<file path="src/source/wdt_macros.svh">
/* Watchdog timer constants
   Register address, keys, masks, bus widths and interval taps */

`ifndef WDT_MACROS_SVH
`define WDT_MACROS_SVH

// Peripheral bus widths
`define WDT_ADDR_W    14
`define WDT_DATA_W    16

// WDTCTL byte address
`define WDT_BASE_ADDR 15'h0120

// Write password, checked on the high byte
`define WDT_PW        8'h5A

// Key returned in the high byte on reads
`define WDT_RD_KEY    8'h69

// Stored bits of WDTCTL
`define WDT_CTL_MASK  8'h97

// Counter width
`define WDT_CNT_W     16

// Interval taps, 32768 / 8192 / 512 / 64 ticks
`define WDT_TAP_0     15
`define WDT_TAP_1     13
`define WDT_TAP_2     9
`define WDT_TAP_3     6

`endif

</file>
<file path="src/source/wdt_bus_pkg.sv">
/* Peripheral bus types
   One request word and the data word of the 16-bit bus */

`include "wdt_macros.svh"

package wdt_bus_pkg;

  // Data word on both directions of the bus
  typedef logic [`WDT_DATA_W-1:0] per_data_t;

  // One bus request, sampled on rising mclk
  typedef struct packed {
    // Word address in byte units without bit 0 of the byte address
    logic [`WDT_ADDR_W-1:0] addr;
    // Write data
    per_data_t              din;
    // Access enable
    logic                   en;
    // Byte write enables, all zero on a read
    logic [1:0]             we;
  } per_req_t;

endpackage

</file>
<file path="src/source/wdt_ctl_pkg.sv">
/* Watchdog control types
   WDTCTL fields, interval select and interrupt flag strobes */

package wdt_ctl_pkg;

  // Interval select, count of ticks per interval
  typedef enum logic [1:0] {
    is_32k = 2'b00,
    is_8k  = 2'b01,
    is_512 = 2'b10,
    is_64  = 2'b11
  } wdt_is_e;

  // Stored control byte, bit 7 down to bit 0
  typedef struct packed {
    // Stop counting
    logic       hold;
    // NMI bits, not implemented
    logic [1:0] unused;
    // 1 interval mode, 0 watchdog mode
    logic       tmsel;
    // Counter clear, write only so always zero here
    logic       cntcl;
    // 1 aclk_en, 0 smclk_en
    logic       ssel;
    wdt_is_e    is;
  } wdtctl_t;

  // Flag strobes from interrupt controller and CPU
  typedef struct packed {
    logic sw_set;
    logic sw_clr;
    // Interrupt acknowledge
    logic irq_clr;
  } wdt_flag_ctl_t;

endpackage

</file>
<file path="src/source/wdt_counter.sv">
/* Watchdog counter
   Selects the clock enable, counts ticks and detects the interval end */

`timescale 1ns/1ns
`include "wdt_macros.svh"

module wdt_counter
  import wdt_ctl_pkg::*;
(
  input  logic    mclk,
  input  logic    puc_rst,
  input  wdtctl_t wdtctl,
  input  logic    smclk_en,
  input  logic    aclk_en,
  input  logic    dbg_freeze,
  input  logic    cnt_clr_sw,
  input  logic    pw_error,
  output logic    interval_evt
);

  logic [`WDT_CNT_W-1:0] cnt;
  logic [`WDT_CNT_W-1:0] cnt_nxt;
  logic                  src_en;
  logic                  tick;
  logic                  tap_bit;
  logic                  cnt_clr;

  ////////////////////////////////////////////////////////////
  // Tick generation
  ////////////////////////////////////////////////////////////

  // Source enable by SSEL
  assign src_en = wdtctl.ssel ? aclk_en : smclk_en;

  // Hold bit and debugger both stop the count
  assign tick = ~wdtctl.hold & ~dbg_freeze & src_en;

  assign cnt_nxt = cnt + {{(`WDT_CNT_W-1){1'b0}}, 1'b1};

  ////////////////////////////////////////////////////////////
  // Interval tap
  ////////////////////////////////////////////////////////////

  // Look at the next value so the event lands on tick 2^tap
  always_comb begin
    case (wdtctl.is)
      is_32k:  tap_bit = cnt_nxt[`WDT_TAP_0];
      is_8k:   tap_bit = cnt_nxt[`WDT_TAP_1];
      is_512:  tap_bit = cnt_nxt[`WDT_TAP_2];
      default: tap_bit = cnt_nxt[`WDT_TAP_3];
    endcase
  end

  assign interval_evt = tick & tap_bit;

  ////////////////////////////////////////////////////////////
  // Counter
  ////////////////////////////////////////////////////////////

  // Software clear, bad key or end of interval
  assign cnt_clr = cnt_clr_sw | pw_error | interval_evt;

  // Clear wins over a tick
  always_ff @(posedge mclk or posedge puc_rst) begin
    if (puc_rst) begin
      cnt <= '0;
    end else if (cnt_clr) begin
      cnt <= '0;
    end else if (tick) begin
      cnt <= cnt_nxt;
    end
  end

endmodule

</file>
<file path="src/source/wdt_regs.sv">
/* Watchdog register block
   Decodes WDTCTL, checks the password and returns read data */

`timescale 1ns/1ns
`include "wdt_macros.svh"

module wdt_regs
  import wdt_bus_pkg::*;
  import wdt_ctl_pkg::*;
(
  input  logic      mclk,
  input  logic      puc_rst,
  input  per_req_t  per_req,
  output per_data_t per_dout,
  output wdtctl_t   wdtctl,
  output logic      cnt_clr_sw,
  output logic      pw_error
);

  // Byte base address of WDTCTL
  localparam logic [14:0] BASE_BYTE = `WDT_BASE_ADDR;

  ////////////////////////////////////////////////////////////
  // Address decode
  ////////////////////////////////////////////////////////////

  logic reg_sel;
  logic reg_wr;
  logic reg_rd;

  // Single word register, so bit 0 of the word address must be low
  assign reg_sel = per_req.en &
                   (per_req.addr[`WDT_ADDR_W-1:1] == BASE_BYTE[14:2]) &
                   ~per_req.addr[0];

  // Any byte enable makes a write
  assign reg_wr = reg_sel & (|per_req.we);
  assign reg_rd = reg_sel & ~(|per_req.we);

  ////////////////////////////////////////////////////////////
  // WDTCTL storage
  ////////////////////////////////////////////////////////////

  // Masked low byte, stored even with a bad key
  always_ff @(posedge mclk or posedge puc_rst) begin
    if (puc_rst) begin
      wdtctl <= '0;
    end else if (reg_wr) begin
      wdtctl <= wdtctl_t'(per_req.din[7:0] & `WDT_CTL_MASK);
    end
  end

  // Counter clear request, CNTCL is never stored
  assign cnt_clr_sw = reg_wr & per_req.din[3];

  // Wrong key in the high byte
  assign pw_error = reg_wr & (per_req.din[`WDT_DATA_W-1:8] != `WDT_PW);

  ////////////////////////////////////////////////////////////
  // Read data
  ////////////////////////////////////////////////////////////

  // Zero unless this register is read
  always_comb begin
    per_dout = '0;
    if (reg_rd) begin
      per_dout = {`WDT_RD_KEY, wdtctl};
    end
  end

endmodule

</file>
<file path="src/source/wdt_status.sv">
/* Watchdog status block
   Interrupt flag, interval interrupt and watchdog reset pulse */

`timescale 1ns/1ns

module wdt_status
  import wdt_ctl_pkg::*;
(
  input  logic          mclk,
  input  logic          por,
  input  wdtctl_t       wdtctl,
  input  logic          interval_evt,
  input  logic          pw_error,
  input  wdt_flag_ctl_t flag_ctl,
  input  logic          wdtie,
  output logic          wdtifg,
  output logic          wdt_irq,
  output logic          wdt_reset
);

  logic flag_set;
  logic flag_clr;

  ////////////////////////////////////////////////////////////
  // Interrupt flag
  ////////////////////////////////////////////////////////////

  // Hardware events or software set
  assign flag_set = interval_evt | pw_error | flag_ctl.sw_set;

  // Acknowledge only clears in interval mode
  assign flag_clr = flag_ctl.sw_clr | (flag_ctl.irq_clr & wdtctl.tmsel);

  // Kept under por so the cause survives a watchdog reset
  always_ff @(posedge mclk or posedge por) begin
    if (por) begin
      wdtifg <= 1'b0;
    end else if (flag_set) begin
      wdtifg <= 1'b1;
    end else if (flag_clr) begin
      wdtifg <= 1'b0;
    end
  end

  // Interrupt in interval mode only
  assign wdt_irq = wdtctl.tmsel & wdtifg & wdtie;

  ////////////////////////////////////////////////////////////
  // Reset pulse
  ////////////////////////////////////////////////////////////

  // One cycle after a bad key or a set event in watchdog mode
  always_ff @(posedge mclk or posedge por) begin
    if (por) begin
      wdt_reset <= 1'b0;
    end else begin
      wdt_reset <= pw_error | (flag_set & ~wdtctl.tmsel);
    end
  end

endmodule

</file>
<file path="src/source/wdt_top.sv">
/* Watchdog timer top level
   Register block, counter and status block on mclk */

`timescale 1ns/1ns

module wdt_top
  import wdt_bus_pkg::*;
  import wdt_ctl_pkg::*;
(
  input  logic          mclk,
  input  logic          puc_rst,
  input  logic          por,
  input  per_req_t      per_req,
  output per_data_t     per_dout,
  input  logic          smclk_en,
  input  logic          aclk_en,
  input  logic          dbg_freeze,
  input  logic          wdtie,
  input  wdt_flag_ctl_t flag_ctl,
  output logic          wdtifg,
  output logic          wdt_irq,
  output logic          wdt_reset
);

  // Control byte to counter and status
  wdtctl_t wdtctl;

  // Strobes between blocks
  logic    cnt_clr_sw;
  logic    pw_error;
  logic    interval_evt;

  ////////////////////////////////////////////////////////////
  // Blocks
  ////////////////////////////////////////////////////////////

  wdt_regs u_regs (
    .mclk       (mclk),
    .puc_rst    (puc_rst),
    .per_req    (per_req),
    .per_dout   (per_dout),
    .wdtctl     (wdtctl),
    .cnt_clr_sw (cnt_clr_sw),
    .pw_error   (pw_error)
  );

  wdt_counter u_counter (
    .mclk         (mclk),
    .puc_rst      (puc_rst),
    .wdtctl       (wdtctl),
    .smclk_en     (smclk_en),
    .aclk_en      (aclk_en),
    .dbg_freeze   (dbg_freeze),
    .cnt_clr_sw   (cnt_clr_sw),
    .pw_error     (pw_error),
    .interval_evt (interval_evt)
  );

  // Flag and reset live on por
  wdt_status u_status (
    .mclk         (mclk),
    .por          (por),
    .wdtctl       (wdtctl),
    .interval_evt (interval_evt),
    .pw_error     (pw_error),
    .flag_ctl     (flag_ctl),
    .wdtie        (wdtie),
    .wdtifg       (wdtifg),
    .wdt_irq      (wdt_irq),
    .wdt_reset    (wdt_reset)
  );

endmodule

</file>
<file path="config.mk">
export PLATFORM = sky130hd
export DESIGN_NAME = wdt_top
export DESIGN_NICKNAME = d
export VERILOG_FILES = /design/src/source/wdt_bus_pkg.sv /design/src/source/wdt_ctl_pkg.sv /design/src/source/wdt_counter.sv /design/src/source/wdt_regs.sv /design/src/source/wdt_status.sv /design/src/source/wdt_top.sv
export VERILOG_INCLUDE_DIRS = /design/src /design/src/source
export SDC_FILE = /design/constraint.sdc
export NUM_CORES = 1
export LEC_CHECK = 0
export ABC_AREA = 1
export BUFFER_PORTS_ARGS = -buffer_cell sky130_fd_sc_hd__buf_2
export CAP_MARGIN = 10
export CORE_ASPECT_RATIO = 0.75
export CORE_MARGIN = 2
export CORE_UTILIZATION = 35
export CTS_CLUSTER_SIZE = 8
export DETAILED_ROUTE_END_ITERATION = 8
export PLACE_DENSITY_LB_ADDON = 0.3
export SKIP_LAST_GASP = 1
export SLEW_MARGIN = 20
export SYNTH_ARGS = -nofsm -noshare
export SYNTH_HDL_FRONTEND = slang
export SYNTH_HIERARCHICAL = 1
export SYNTH_SLANG_ARGS = --single-unit
</file>
<file path="constraint.sdc">
create_clock -name mclk -period 3.6 [get_ports mclk]
set_clock_uncertainty 0.2 [all_clocks]
set_input_delay 0.54 -clock mclk [delete_from_list [all_inputs] [get_ports mclk]]
set_output_delay 0.54 -clock mclk [all_outputs]
set_load 0.01 [all_outputs]
</file>
==> results by group, run 1 <==
Status
  – Status: finished, final reports clean

Synthesis
  – Mean Syn Cell Area: 7.52 um2
  – Synth Warn #: 6
  – Cell Area, Synth: 1750 um2
  – Syn Inst Count: 232

CTS
  – H-Tree Depth: 1
  – Worst-case clock buffer depth: 2
  – Clk sink count: 23
  – Total setup buffers inserted after CTS: 0
  – PostCTS Resize Cnt: 0
  – Worst-path clk slew: 0.09 ns
  – Clock root buffer: clkbuf_8
  – Hold buffer count at cts: 2
  – CTS tree: yes
  – Num CTS Buffers: 3
  – Clock Latency Late Sink: 0.27 ns

Floorplan
  – Die height: 65.2 um
  – Row count: 22
  – Starting Density: 0.360
  – I/O pin count: 62
  – Core box area: 4840 um2
  – Die span in x: 85.5 um
  – Die ar.: 5570 um2

Cells and area
  – Final core utilization: 0.426
  – Diode count: 0
  – Final #Nets: 328
  – FILL cells: 507
  – Layout area overhead: 18.3%
  – Share of post-route cells with drive strength above 1: 0.322

STA
  – Fmax: 400 MHz
  – Worst slew pin tran: 0.637 ns
  – WHS: 0.261 ns
  – RSZ-0062 raised after global routing: false
  – Count of final setup violators: 0
  – Fin worst setup slack: 1.10 ns
  – Final Cycle Share: 0.695
  – Final TNS setup: 0 ns
  – Slew headroom: 0.575
  – Final hold vios: 0
  – Fin crit period: 2.50 ns
  – Slew Limit Fails: 0

Setup path
  – CP Launch Type: input port
  – Flop-to-flop setup slack: 1.60 ns
  – CP Data Required Time: 3.55 ns
  – RR Startpoint: u_counter/cnt[0]
  – CP Data Arrival Time: 2.46 ns
  – Reg2Reg Capture Point: u_counter/cnt[14]
  – Setup crit start: per_req[21]
  – Worst setup path class: input port to register
  – Critical Path Fanout Max: 13
  – Worst Setup End Kind: register
  – Reg2reg path depth: 10

Hold path
  – WHS Path Cells: 3
  – Hold Path Class: input port to register
  – Hold endpoint: u_status/wdtifg
  – Hold path start: flag_ctl[2]

Global routing
  – First-pass GRT wire length: 6.02 mm
  – Initial antenna violation count: 0
  – Number of global-route vias before repair: 1,411
  – Grt ovf: 0
  – Gr usage total: 0.132
  – Pin count of the biggest net entering global routing: 17

Route
  – TritonRoute pass-1 iters: 4
  – DR vias/cell: 4.34
  – Wire per inst: 9.46 um
  – DRC viols: 0
  – Iteration-0 DRC Markers: 56
  – Routed via count: 1,489
  – Final wirelength: 3.25 mm
  – Antenna Violating Nets Remaining: 0

Pwr
  – Peak VDD IR: 0.230 mV
  – Cell Pwr Density: 340 nW/um2
  – Total Power: 0.000701 W
  – P_leak: 1.06 nW

Run
  – Max Cap Viol: 0

Placement
  – Post-DP HPWL: 2.55 mm
  – Port Buffer Count: 52
  – GP Congestion: 0.784
  – Pre-CTS setup slack: 0.782 ns
==> flip-flops by register name, indices dropped and copies added (netlist names) <==
register / cells
u_status/wdt_reset: 1
u_counter/cnt: 16
u_status/wdtifg: 1
u_regs/wdtctl: 5
==> routing by layer <==
metal | part of all wire | vias up | wire, um | global-route usage
met5 | 0 | - | 0 | 0
met4 | 0.0068 | 0 | 22 | 0.0238
met3 | 0.055 | 2 | 177 | 0.0327
met2 | 0.43 | 39 | 1390 | 0.216
met1 | 0.51 | 649 | 1660 | 0.180
li1 | - | 799 | - | -
==> cell type report <==
type,instances,area (um2),share of cell area
Clock buffer,3,41.3,0.0200
Clock inverter,1,7.51,0.00364
Inverter,37,139,0.0673
Multi-Input combinational cell,165,946,0.458
Sequential cell,23,576,0.279
Tap cell,60,75.1,0.0364
Timing Repair Buffer,54,280,0.136
==> stage by stage <==
stage,area (um2),cells
2_1_floorplan,1770,238
3_3_place_gp,2000,337
3_5_place_dp,2000,337
4_1_cts,2060,343
5_1_grt,2060,343
6_report,2060,343
==> worst max path at each step <==
stage                              to  slack, ns  depth (start not counted)
finish              u_counter/cnt[11]       1.10                         12
global route        u_counter/cnt[11]       0.85                         12
CTS                 u_counter/cnt[11]       1.07                         12
detailed placement  u_counter/cnt[11]       0.78                         12
global placement    u_counter/cnt[11]       0.80                         12
floorplan            u_counter/cnt[7]       1.32                         11
==> power by group <==
group / leakage (nW) / total [W] / internal [W] / switching (W)
clock network: 0.0217 / 0.000165 / 0.0000783 / 0.0000870
registers: 0.306 / 0.000347 / 0.000300 / 0.0000473
logic: 0.737 / 0.000189 / 0.0000839 / 0.000105
total: 1.06 / 0.000701 / 0.000462 / 0.000239
==> cell usage in the layout (no fill, tap or decap), types with 2 or more instances in the layout <==
cell	instances
buf_2	52
a21oi_1	2
clkbuf_8	3
conb_1	7
nor2_2	5
inv_1	36
dfrtp_1	23
o21ai_0	5
nand4_1	11
nand3_4	2
nand2_2	7
nand3_2	4
nand3_1	14
nand2_1	48
nor2_4	11
nand2_4	2
nor2_1	32
dlygate4sd3_1	2
nor3_1	2
xor2_1	7
nor2_8	2
==> worst max-delay path, stage by stage <==
cell     delay [ns]
buf_2          0.10
nor2_1         0.11
nand2_2        0.10
nor2_8         0.18
nand3_4        0.13
a21oi_2        0.16
nor2_1         0.13
nand2_1        0.33
inv_1          0.21
nor3_1         0.22
xor2_1         0.17
nor2_1         0.06
Note: power is estimated with default switching activity, not from simulation.
==> run 2: changes to the inputs <==
==> constraint.sdc (replaced) <==
create_clock -name mclk -period 2.3 [get_ports mclk]
set_clock_uncertainty 0.2 [all_clocks]
set_input_delay 0.345 -clock mclk [delete_from_list [all_inputs] [get_ports mclk]]
set_output_delay 0.345 -clock mclk [all_outputs]
set_load 0.01 [all_outputs]
==> results by group, run 2 (synthesis results as in run 1) <==
CTS
  – Clk sink count: 23 (unchanged)
  – PostCTS Resize Cnt: 0 (unchanged)
  – Num CTS Buffers: 3 (unchanged)
  – Worst-path clk slew: 0.09 ns (about the same)
  – Clock root buffer: clkbuf_8 (unchanged)
  – Hold buffer count at cts: 2 (unchanged)
  – Total setup buffers inserted after CTS: 0 (unchanged)
  – CTS tree: yes (unchanged)
  – Clock Latency Late Sink: 0.27 ns (about the same)
  – H-Tree Depth: 1 (unchanged)
  – Worst-case clock buffer depth: 2 (unchanged)

Floorplan
  – I/O pin count: 62 (unchanged)
  – Die ar.: 5570 um2 (unchanged)
  – Row count: 22 (unchanged)
  – Die span in x: 85.5 um (unchanged)
  – Die height: 65.2 um (unchanged)
  – Core box area: 4840 um2 (unchanged)
  – Starting Density: 0.360 (unchanged)

STA
  – Slew headroom: 0.566 (was 0.575)
  – Count of final setup violators: 0 (unchanged)
  – Final Cycle Share: 0.872
  – Final hold vios: 0 (unchanged)
  – Fmax: 499 MHz
  – Slew Limit Fails: 0 (unchanged)
  – Worst slew pin tran: 0.650 ns (was 0.637 ns)
  – Final TNS setup: 0 ns (unchanged)
  – Fin crit period: 2.00 ns
  – RSZ-0062 raised after global routing: false (unchanged)

Pwr
  – P_leak: 1.09 nW (was 1.06 nW)
  – Peak VDD IR: 0.346 mV (was 0.230 mV)
  – Total Power: 0.00109 W (was 0.000701 W)
  – Cell Pwr Density: 521 nW/um2 (was 340 nW/um2)

Route
  – DR vias/cell: 4.32 (was 4.34)
  – Antenna Violating Nets Remaining: 0 (unchanged)
  – DRC viols: 0 (unchanged)
  – Wire per inst: 9.33 um (was 9.46 um)
  – TritonRoute pass-1 iters: 4 (unchanged)
  – Routed via count: 1,504 (was 1,489)
  – Iteration-0 DRC Markers: 28 (was 56)
  – Final wirelength: 3.25 mm (unchanged)

Cells and area
  – Leading cell type in the layout, fill and taps excluded: buf_2 (unchanged)
  – Diode count: 0 (unchanged)
  – Top Registers: u_counter/cnt: 16 flops, u_regs/wdtctl: 5 flops (unchanged)
  – Most frequent cells in the layout: buf_2 (52), nand2_1 (48), inv_1 (36), nor2_1 (32), dfrtp_1 (23) (unchanged)
  – Final #Nets: 333 (was 328)
  – FILL cells: 527 (was 507)
  – Share of post-route cells with drive strength above 1: 0.330 (was 0.322)
  – Layout area overhead: 20.2% (was 18.3%)
  – Max FFs per register: 16 (unchanged)
  – Top reg by flops: u_counter/cnt (unchanged)

Hold path
  – WHS Path Cells: 3 (unchanged)
  – Hold Path Class: input port to register (unchanged)

Global routing
  – Pin count of the biggest net entering global routing: 17 (unchanged)
  – First-pass GRT wire length: 5.87 mm (was 6.02 mm)
  – Grt ovf: 0 (unchanged)
  – Gr usage total: 0.127 (was 0.132)
  – Number of global-route vias before repair: 1,422 (was 1,411)
  – Initial antenna violation count: 0 (unchanged)

Setup path
  – Worst Setup End Kind: register (unchanged)
  – Reg2reg path depth: 9 (was 10)
  – CP Launch Type: register (was input port)
  – Critical Path Fanout Max: 14 (was 13)
  – CP Data Arrival Time: 1.94 ns (was 2.46 ns)
  – Worst setup path class: register to register (was input port to register)
  – CP Data Required Time: 2.24 ns (was 3.55 ns)

Run
  – Max Cap Viol: 0 (unchanged)

Status
  – Status: finished, final reports clean (unchanged)

Placement
  – Port Buffer Count: 52 (unchanged)
  – GP Congestion: 0.822 (was 0.784)
  – Post-DP HPWL: 2.62 mm (was 2.55 mm)
==> run 2: cell types whose count changed in the layout (fill, tap and decap cells not counted), sizes merged <==
cell / change
buf: +5
clkbuf: +1
clkinvlp: -1
==> run 2: final timing paths <==
kind | endpoint | slack, ns | from
setup reg to reg | u_counter/cnt[12] | 0.30 | u_counter/cnt[0]
hold reg to reg | u_regs/wdtctl[7] | 0.32 | u_regs/wdtctl[7]
min in group asynchronous | u_status/wdt_reset | 0.25 | por
setup / recovery | u_counter/cnt[12] | 0.30 | u_counter/cnt[0]
hold / removal | u_status/wdtifg | 0.07 | flag_ctl[2]
max in group asynchronous | u_counter/cnt[5] | 0.96 | puc_rst
==> run 2: report_power, final <==
part,internal (W),switching (W),total (W),leakage [nW]
Clock,0.000124,0.000131,0.000255,0.0228
Sequential,0.000470,0.0000722,0.000542,0.306
Combinational,0.000133,0.000164,0.000297,0.761
==> run 2: layout make-up <==
| cell class | count | area [um2] | share of cell area |
|---|---|---|---|
| multi-input cells | 165 | 946 | 0.451 |
| flip-flops and latches | 23 | 576 | 0.274 |
| repair buffers | 59 | 318 | 0.151 |
| inverters | 37 | 139 | 0.0662 |
| well taps | 60 | 75.1 | 0.0358 |
| clock buffers | 4 | 45.0 | 0.0215 |
==> run 2: metal layers <==
layer	vias up	global-route usage	part of all wire
met3	2	0.0302	0.045
met2	38	0.214	0.43
li1	811	-	-
met1	653	0.172	0.52
met4	0	0.0179	0.0043
met5	-	0	0
==> run 2: stage by stage <==
stage / hold WS (ns) / instances / utilization / cell area, um2 / worst slack [ns]
6_report: 0.0689 / 348 / 0.433 / 2100 / 0.295
5_1_grt: 0.101 / 348 / 0.433 / 2100 / 0.0592
4_1_cts: 0.0620 / 348 / 0.433 / 2100 / 0.279
3_5_place_dp: -0.000302 / 342 / 0.420 / 2030 / 0.0475
3_3_place_gp: 0.000952 / 342 / 0.420 / 2030 / 0.0886
2_1_floorplan: -0.114 / 238 / - / 1770 / 0.213
==> run 2: worst max-delay path: stages (launching register included) <==
cell	delay (ns)
dfrtp_1	0.41
nand2_1	0.14
nor2_1	0.15
nand2_1	0.09
o21ai_0	0.22
nand3_1	0.12
nand3_2	0.10
nand2_4	0.07
nand2_4	0.28
nor2_1	0.09
==> run 3: changes to the inputs <==
--- a/config.mk
+++ b/config.mk
@@ -7,13 +7,13 @@
 export NUM_CORES = 1
 export LEC_CHECK = 0
 export ABC_AREA = 1
-export BUFFER_PORTS_ARGS = -buffer_cell sky130_fd_sc_hd__buf_2
 export CAP_MARGIN = 10
 export CORE_ASPECT_RATIO = 0.75
 export CORE_MARGIN = 2
 export CORE_UTILIZATION = 35
 export CTS_CLUSTER_SIZE = 8
 export DETAILED_ROUTE_END_ITERATION = 8
+export DONT_BUFFER_PORTS = 1
 export PLACE_DENSITY_LB_ADDON = 0.3
 export SKIP_LAST_GASP = 1
 export SLEW_MARGIN = 20
==> results by group, run 3 (synthesis results as in run 1) <==
Status
  – Status: finished, final reports clean (unchanged)

Cells and area
  – Design Area, Final: 1850 um2 (was 2100 um2)
  – Post-Layout Cell Count: 297 (was 348)
  – Max FFs per register: 16 (unchanged)
  – Top reg by flops: u_counter/cnt (unchanged)
  – Top Registers: u_counter/cnt: 16 flops, u_regs/wdtctl: 5 flops (unchanged)
  – Diode count: 0 (unchanged)
  – Share of post-route cells with drive strength above 1: 0.186 (was 0.330)
  – Leading cell type in the layout, fill and taps excluded: nand2_1 (was buf_2)
  – Layout area overhead: 6.09% (was 20.2%)
  – Most frequent cells in the layout: nand2_1 (48), inv_1 (36), nor2_1 (32), dfrtp_1 (23), nand3_1 (14) (was buf_2 (52), nand2_1 (48), inv_1 (36), nor2_1 (32), dfrtp_1 (23))
  – Final #Nets: 282 (was 333)

Placement
  – Port Buffer Count: 0 (was 52)
  – GP Congestion: 0.765 (was 0.822)
  – Area after DPL: 1770 um2 (was 2030 um2)
  – Cells after DPL: 290 (was 342)
  – Post-DP HPWL: 2.49 mm (was 2.62 mm)

Global routing
  – Number of global-route vias before repair: 1,256 (was 1,422)
  – Gr usage total: 0.126 (was 0.127)
  – Routing usage on met2: 0.193 (was 0.214)
  – Met3 usage: 0.0339 (was 0.0302)
  – Initial antenna violation count: 0 (unchanged)
  – Pin count of the biggest net entering global routing: 17 (unchanged)
  – Grt ovf: 0 (unchanged)
  – Met1 Track Usage GR: 0.184 (was 0.172)
  – GRT busiest layer: met2 (unchanged)
  – First-pass GRT wire length: 5.64 mm (was 5.87 mm)

Setup path
  – CP Data Required Time: 2.24 ns (about the same)
  – CP Data Arrival Time: 1.97 ns (was 1.94 ns)
  – Worst Setup End Kind: register (unchanged)
  – CP Launch Type: register (unchanged)
  – Worst setup path class: register to register (unchanged)
  – Critical Path Fanout Max: 14 (unchanged)

STA
  – Slew headroom: 0.567 (was 0.566)
  – Slew Limit Fails: 0 (unchanged)
  – Fmax: 493 MHz (was 499 MHz)
  – Worst slew pin tran: 0.648 ns (was 0.650 ns)
  – Fin crit period: 2.03 ns (was 2.00 ns)
  – Final Cycle Share: 0.883 (was 0.872)
  – WHS: 0.0113 ns (was 0.0689 ns)
  – Count of final setup violators: 0 (unchanged)
  – Final hold vios: 0 (unchanged)
  – Final TNS setup: 0 ns (unchanged)
  – RSZ-0062 raised after global routing: false (unchanged)

CTS
  – Num CTS Buffers: 3 (unchanged)
  – Worst-case clock buffer depth: 2 (unchanged)
  – Clk sink count: 23 (unchanged)
  – Hold buffer count at cts: 3 (was 2)
  – H-Tree Depth: 1 (unchanged)
  – Clock root buffer: clkbuf_8 (unchanged)
  – Total setup buffers inserted after CTS: 0 (unchanged)
  – Clock Latency Late Sink: 0.27 ns (about the same)
  – CTS tree: yes (unchanged)
  – Worst-path clk slew: 0.09 ns (about the same)
  – PostCTS Resize Cnt: 0 (unchanged)

Route
  – Iteration-0 DRC Markers: 29 (was 28)
  – DRC viols: 0 (unchanged)
  – DR vias/cell: 4.49 (was 4.32)
  – Final wirelength: 3.17 mm (was 3.25 mm)
  – Antenna Violating Nets Remaining: 0 (unchanged)
  – Wire per inst: 10.7 um (was 9.33 um)
  – Routed via count: 1,334 (was 1,504)
  – TritonRoute pass-1 iters: 4 (unchanged)

Floorplan
  – Starting Density: 0.360 (unchanged)
  – Die height: 65.2 um (unchanged)
  – Die span in x: 85.5 um (unchanged)
  – Die ar.: 5570 um2 (unchanged)
  – Row count: 22 (unchanged)
  – I/O pin count: 62 (unchanged)
  – Core box area: 4840 um2 (unchanged)

Run
  – Max Cap Viol: 0 (unchanged)

Pwr
  – Cell Int Power: 0.000702 W (was 0.000726 W)
  – Comb pwr share: 0.246 (was 0.271)
  – Sw Ratio: 0.341 (was 0.336)
  – Cell Pwr Density: 575 nW/um2 (was 521 nW/um2)
  – Switch Pwr: 0.000364 W (was 0.000368 W)
  – Clk pwr share: 0.245 (was 0.233)
  – P_leak: 0.873 nW (was 1.09 nW)
  – Peak VDD IR: 0.270 mV (was 0.346 mV)
  – Share of power burned in registers: 0.509 (was 0.495)

Hold path
  – Hold Path Class: input port to register (unchanged)
## run 3: final cells by class
type	instances	area [um2]
sequential	23	576
clock buffer	3	41.3
multi-input combinational	165	946
clock inverter	1	7.51
inverter	37	139
fill	524	2990
tap	60	75.1
timing repair buffer	8	67.6
## run 3: power by group through the flow
stage	registers [W]	clock network [W]	logic [W]
after CTS	0.000543	0.000275	0.000265
after floorplan	0.000534	0	0.000240
final	0.000543	0.000261	0.000262
after global placement	0.000551	0	0.000255
after detailed placement	0.000549	0	0.000259
after global routing	0.000556	0.000281	0.000305
## run 3: metal layers
| metal | vias up | part of all wire |
|---|---|---|
| met3 | 2 | 0.052 |
| met5 | - | 0 |
| li1 | 706 | - |
| met1 | 590 | 0.53 |
| met2 | 36 | 0.42 |
| met4 | 0 | 0.0035 |
## run 3: final timing paths
| path | cells past startpoint | end | slack, ns | start |
|---|---|---|---|---|
| worst max register to register | 9 | u_counter/cnt[14] | 0.27 | u_counter/cnt[0] |
| worst min-delay path | 2 | u_status/wdt_reset | 0.01 | flag_ctl[2] |
| worst min register to register | 2 | u_regs/wdtctl[7] | 0.32 | u_regs/wdtctl[7] |
| worst max-delay path | 9 | u_counter/cnt[14] | 0.27 | u_counter/cnt[0] |
| min in group asynchronous | 2 | u_status/wdtifg | 0.15 | por |
| max in group asynchronous | 2 | u_counter/cnt[14] | 1.05 | puc_rst |
## run 3: worst max-delay path: stages, from the launching register on
cell     delay (ns)
dfrtp_1        0.40
nand2_1        0.12
nor2_1         0.14
nand2_1        0.11
o21ai_0        0.23
nand3_1        0.13
nand3_2        0.10
nand2_4        0.07
nand2_4        0.29
nor2_1         0.10
## run 3: through the flow
step / total power, W / utilization / setup WS (ns)
2_1_floorplan: 0.000775 / - / 0.213
3_3_place_gp: 0.000806 / 0.366 / 0.139
3_5_place_dp: 0.000808 / 0.366 / 0.120
4_1_cts: 0.00108 / 0.382 / 0.249
5_1_grt: 0.00114 / 0.382 / 0.0535
6_report: 0.00107 / 0.382 / 0.270
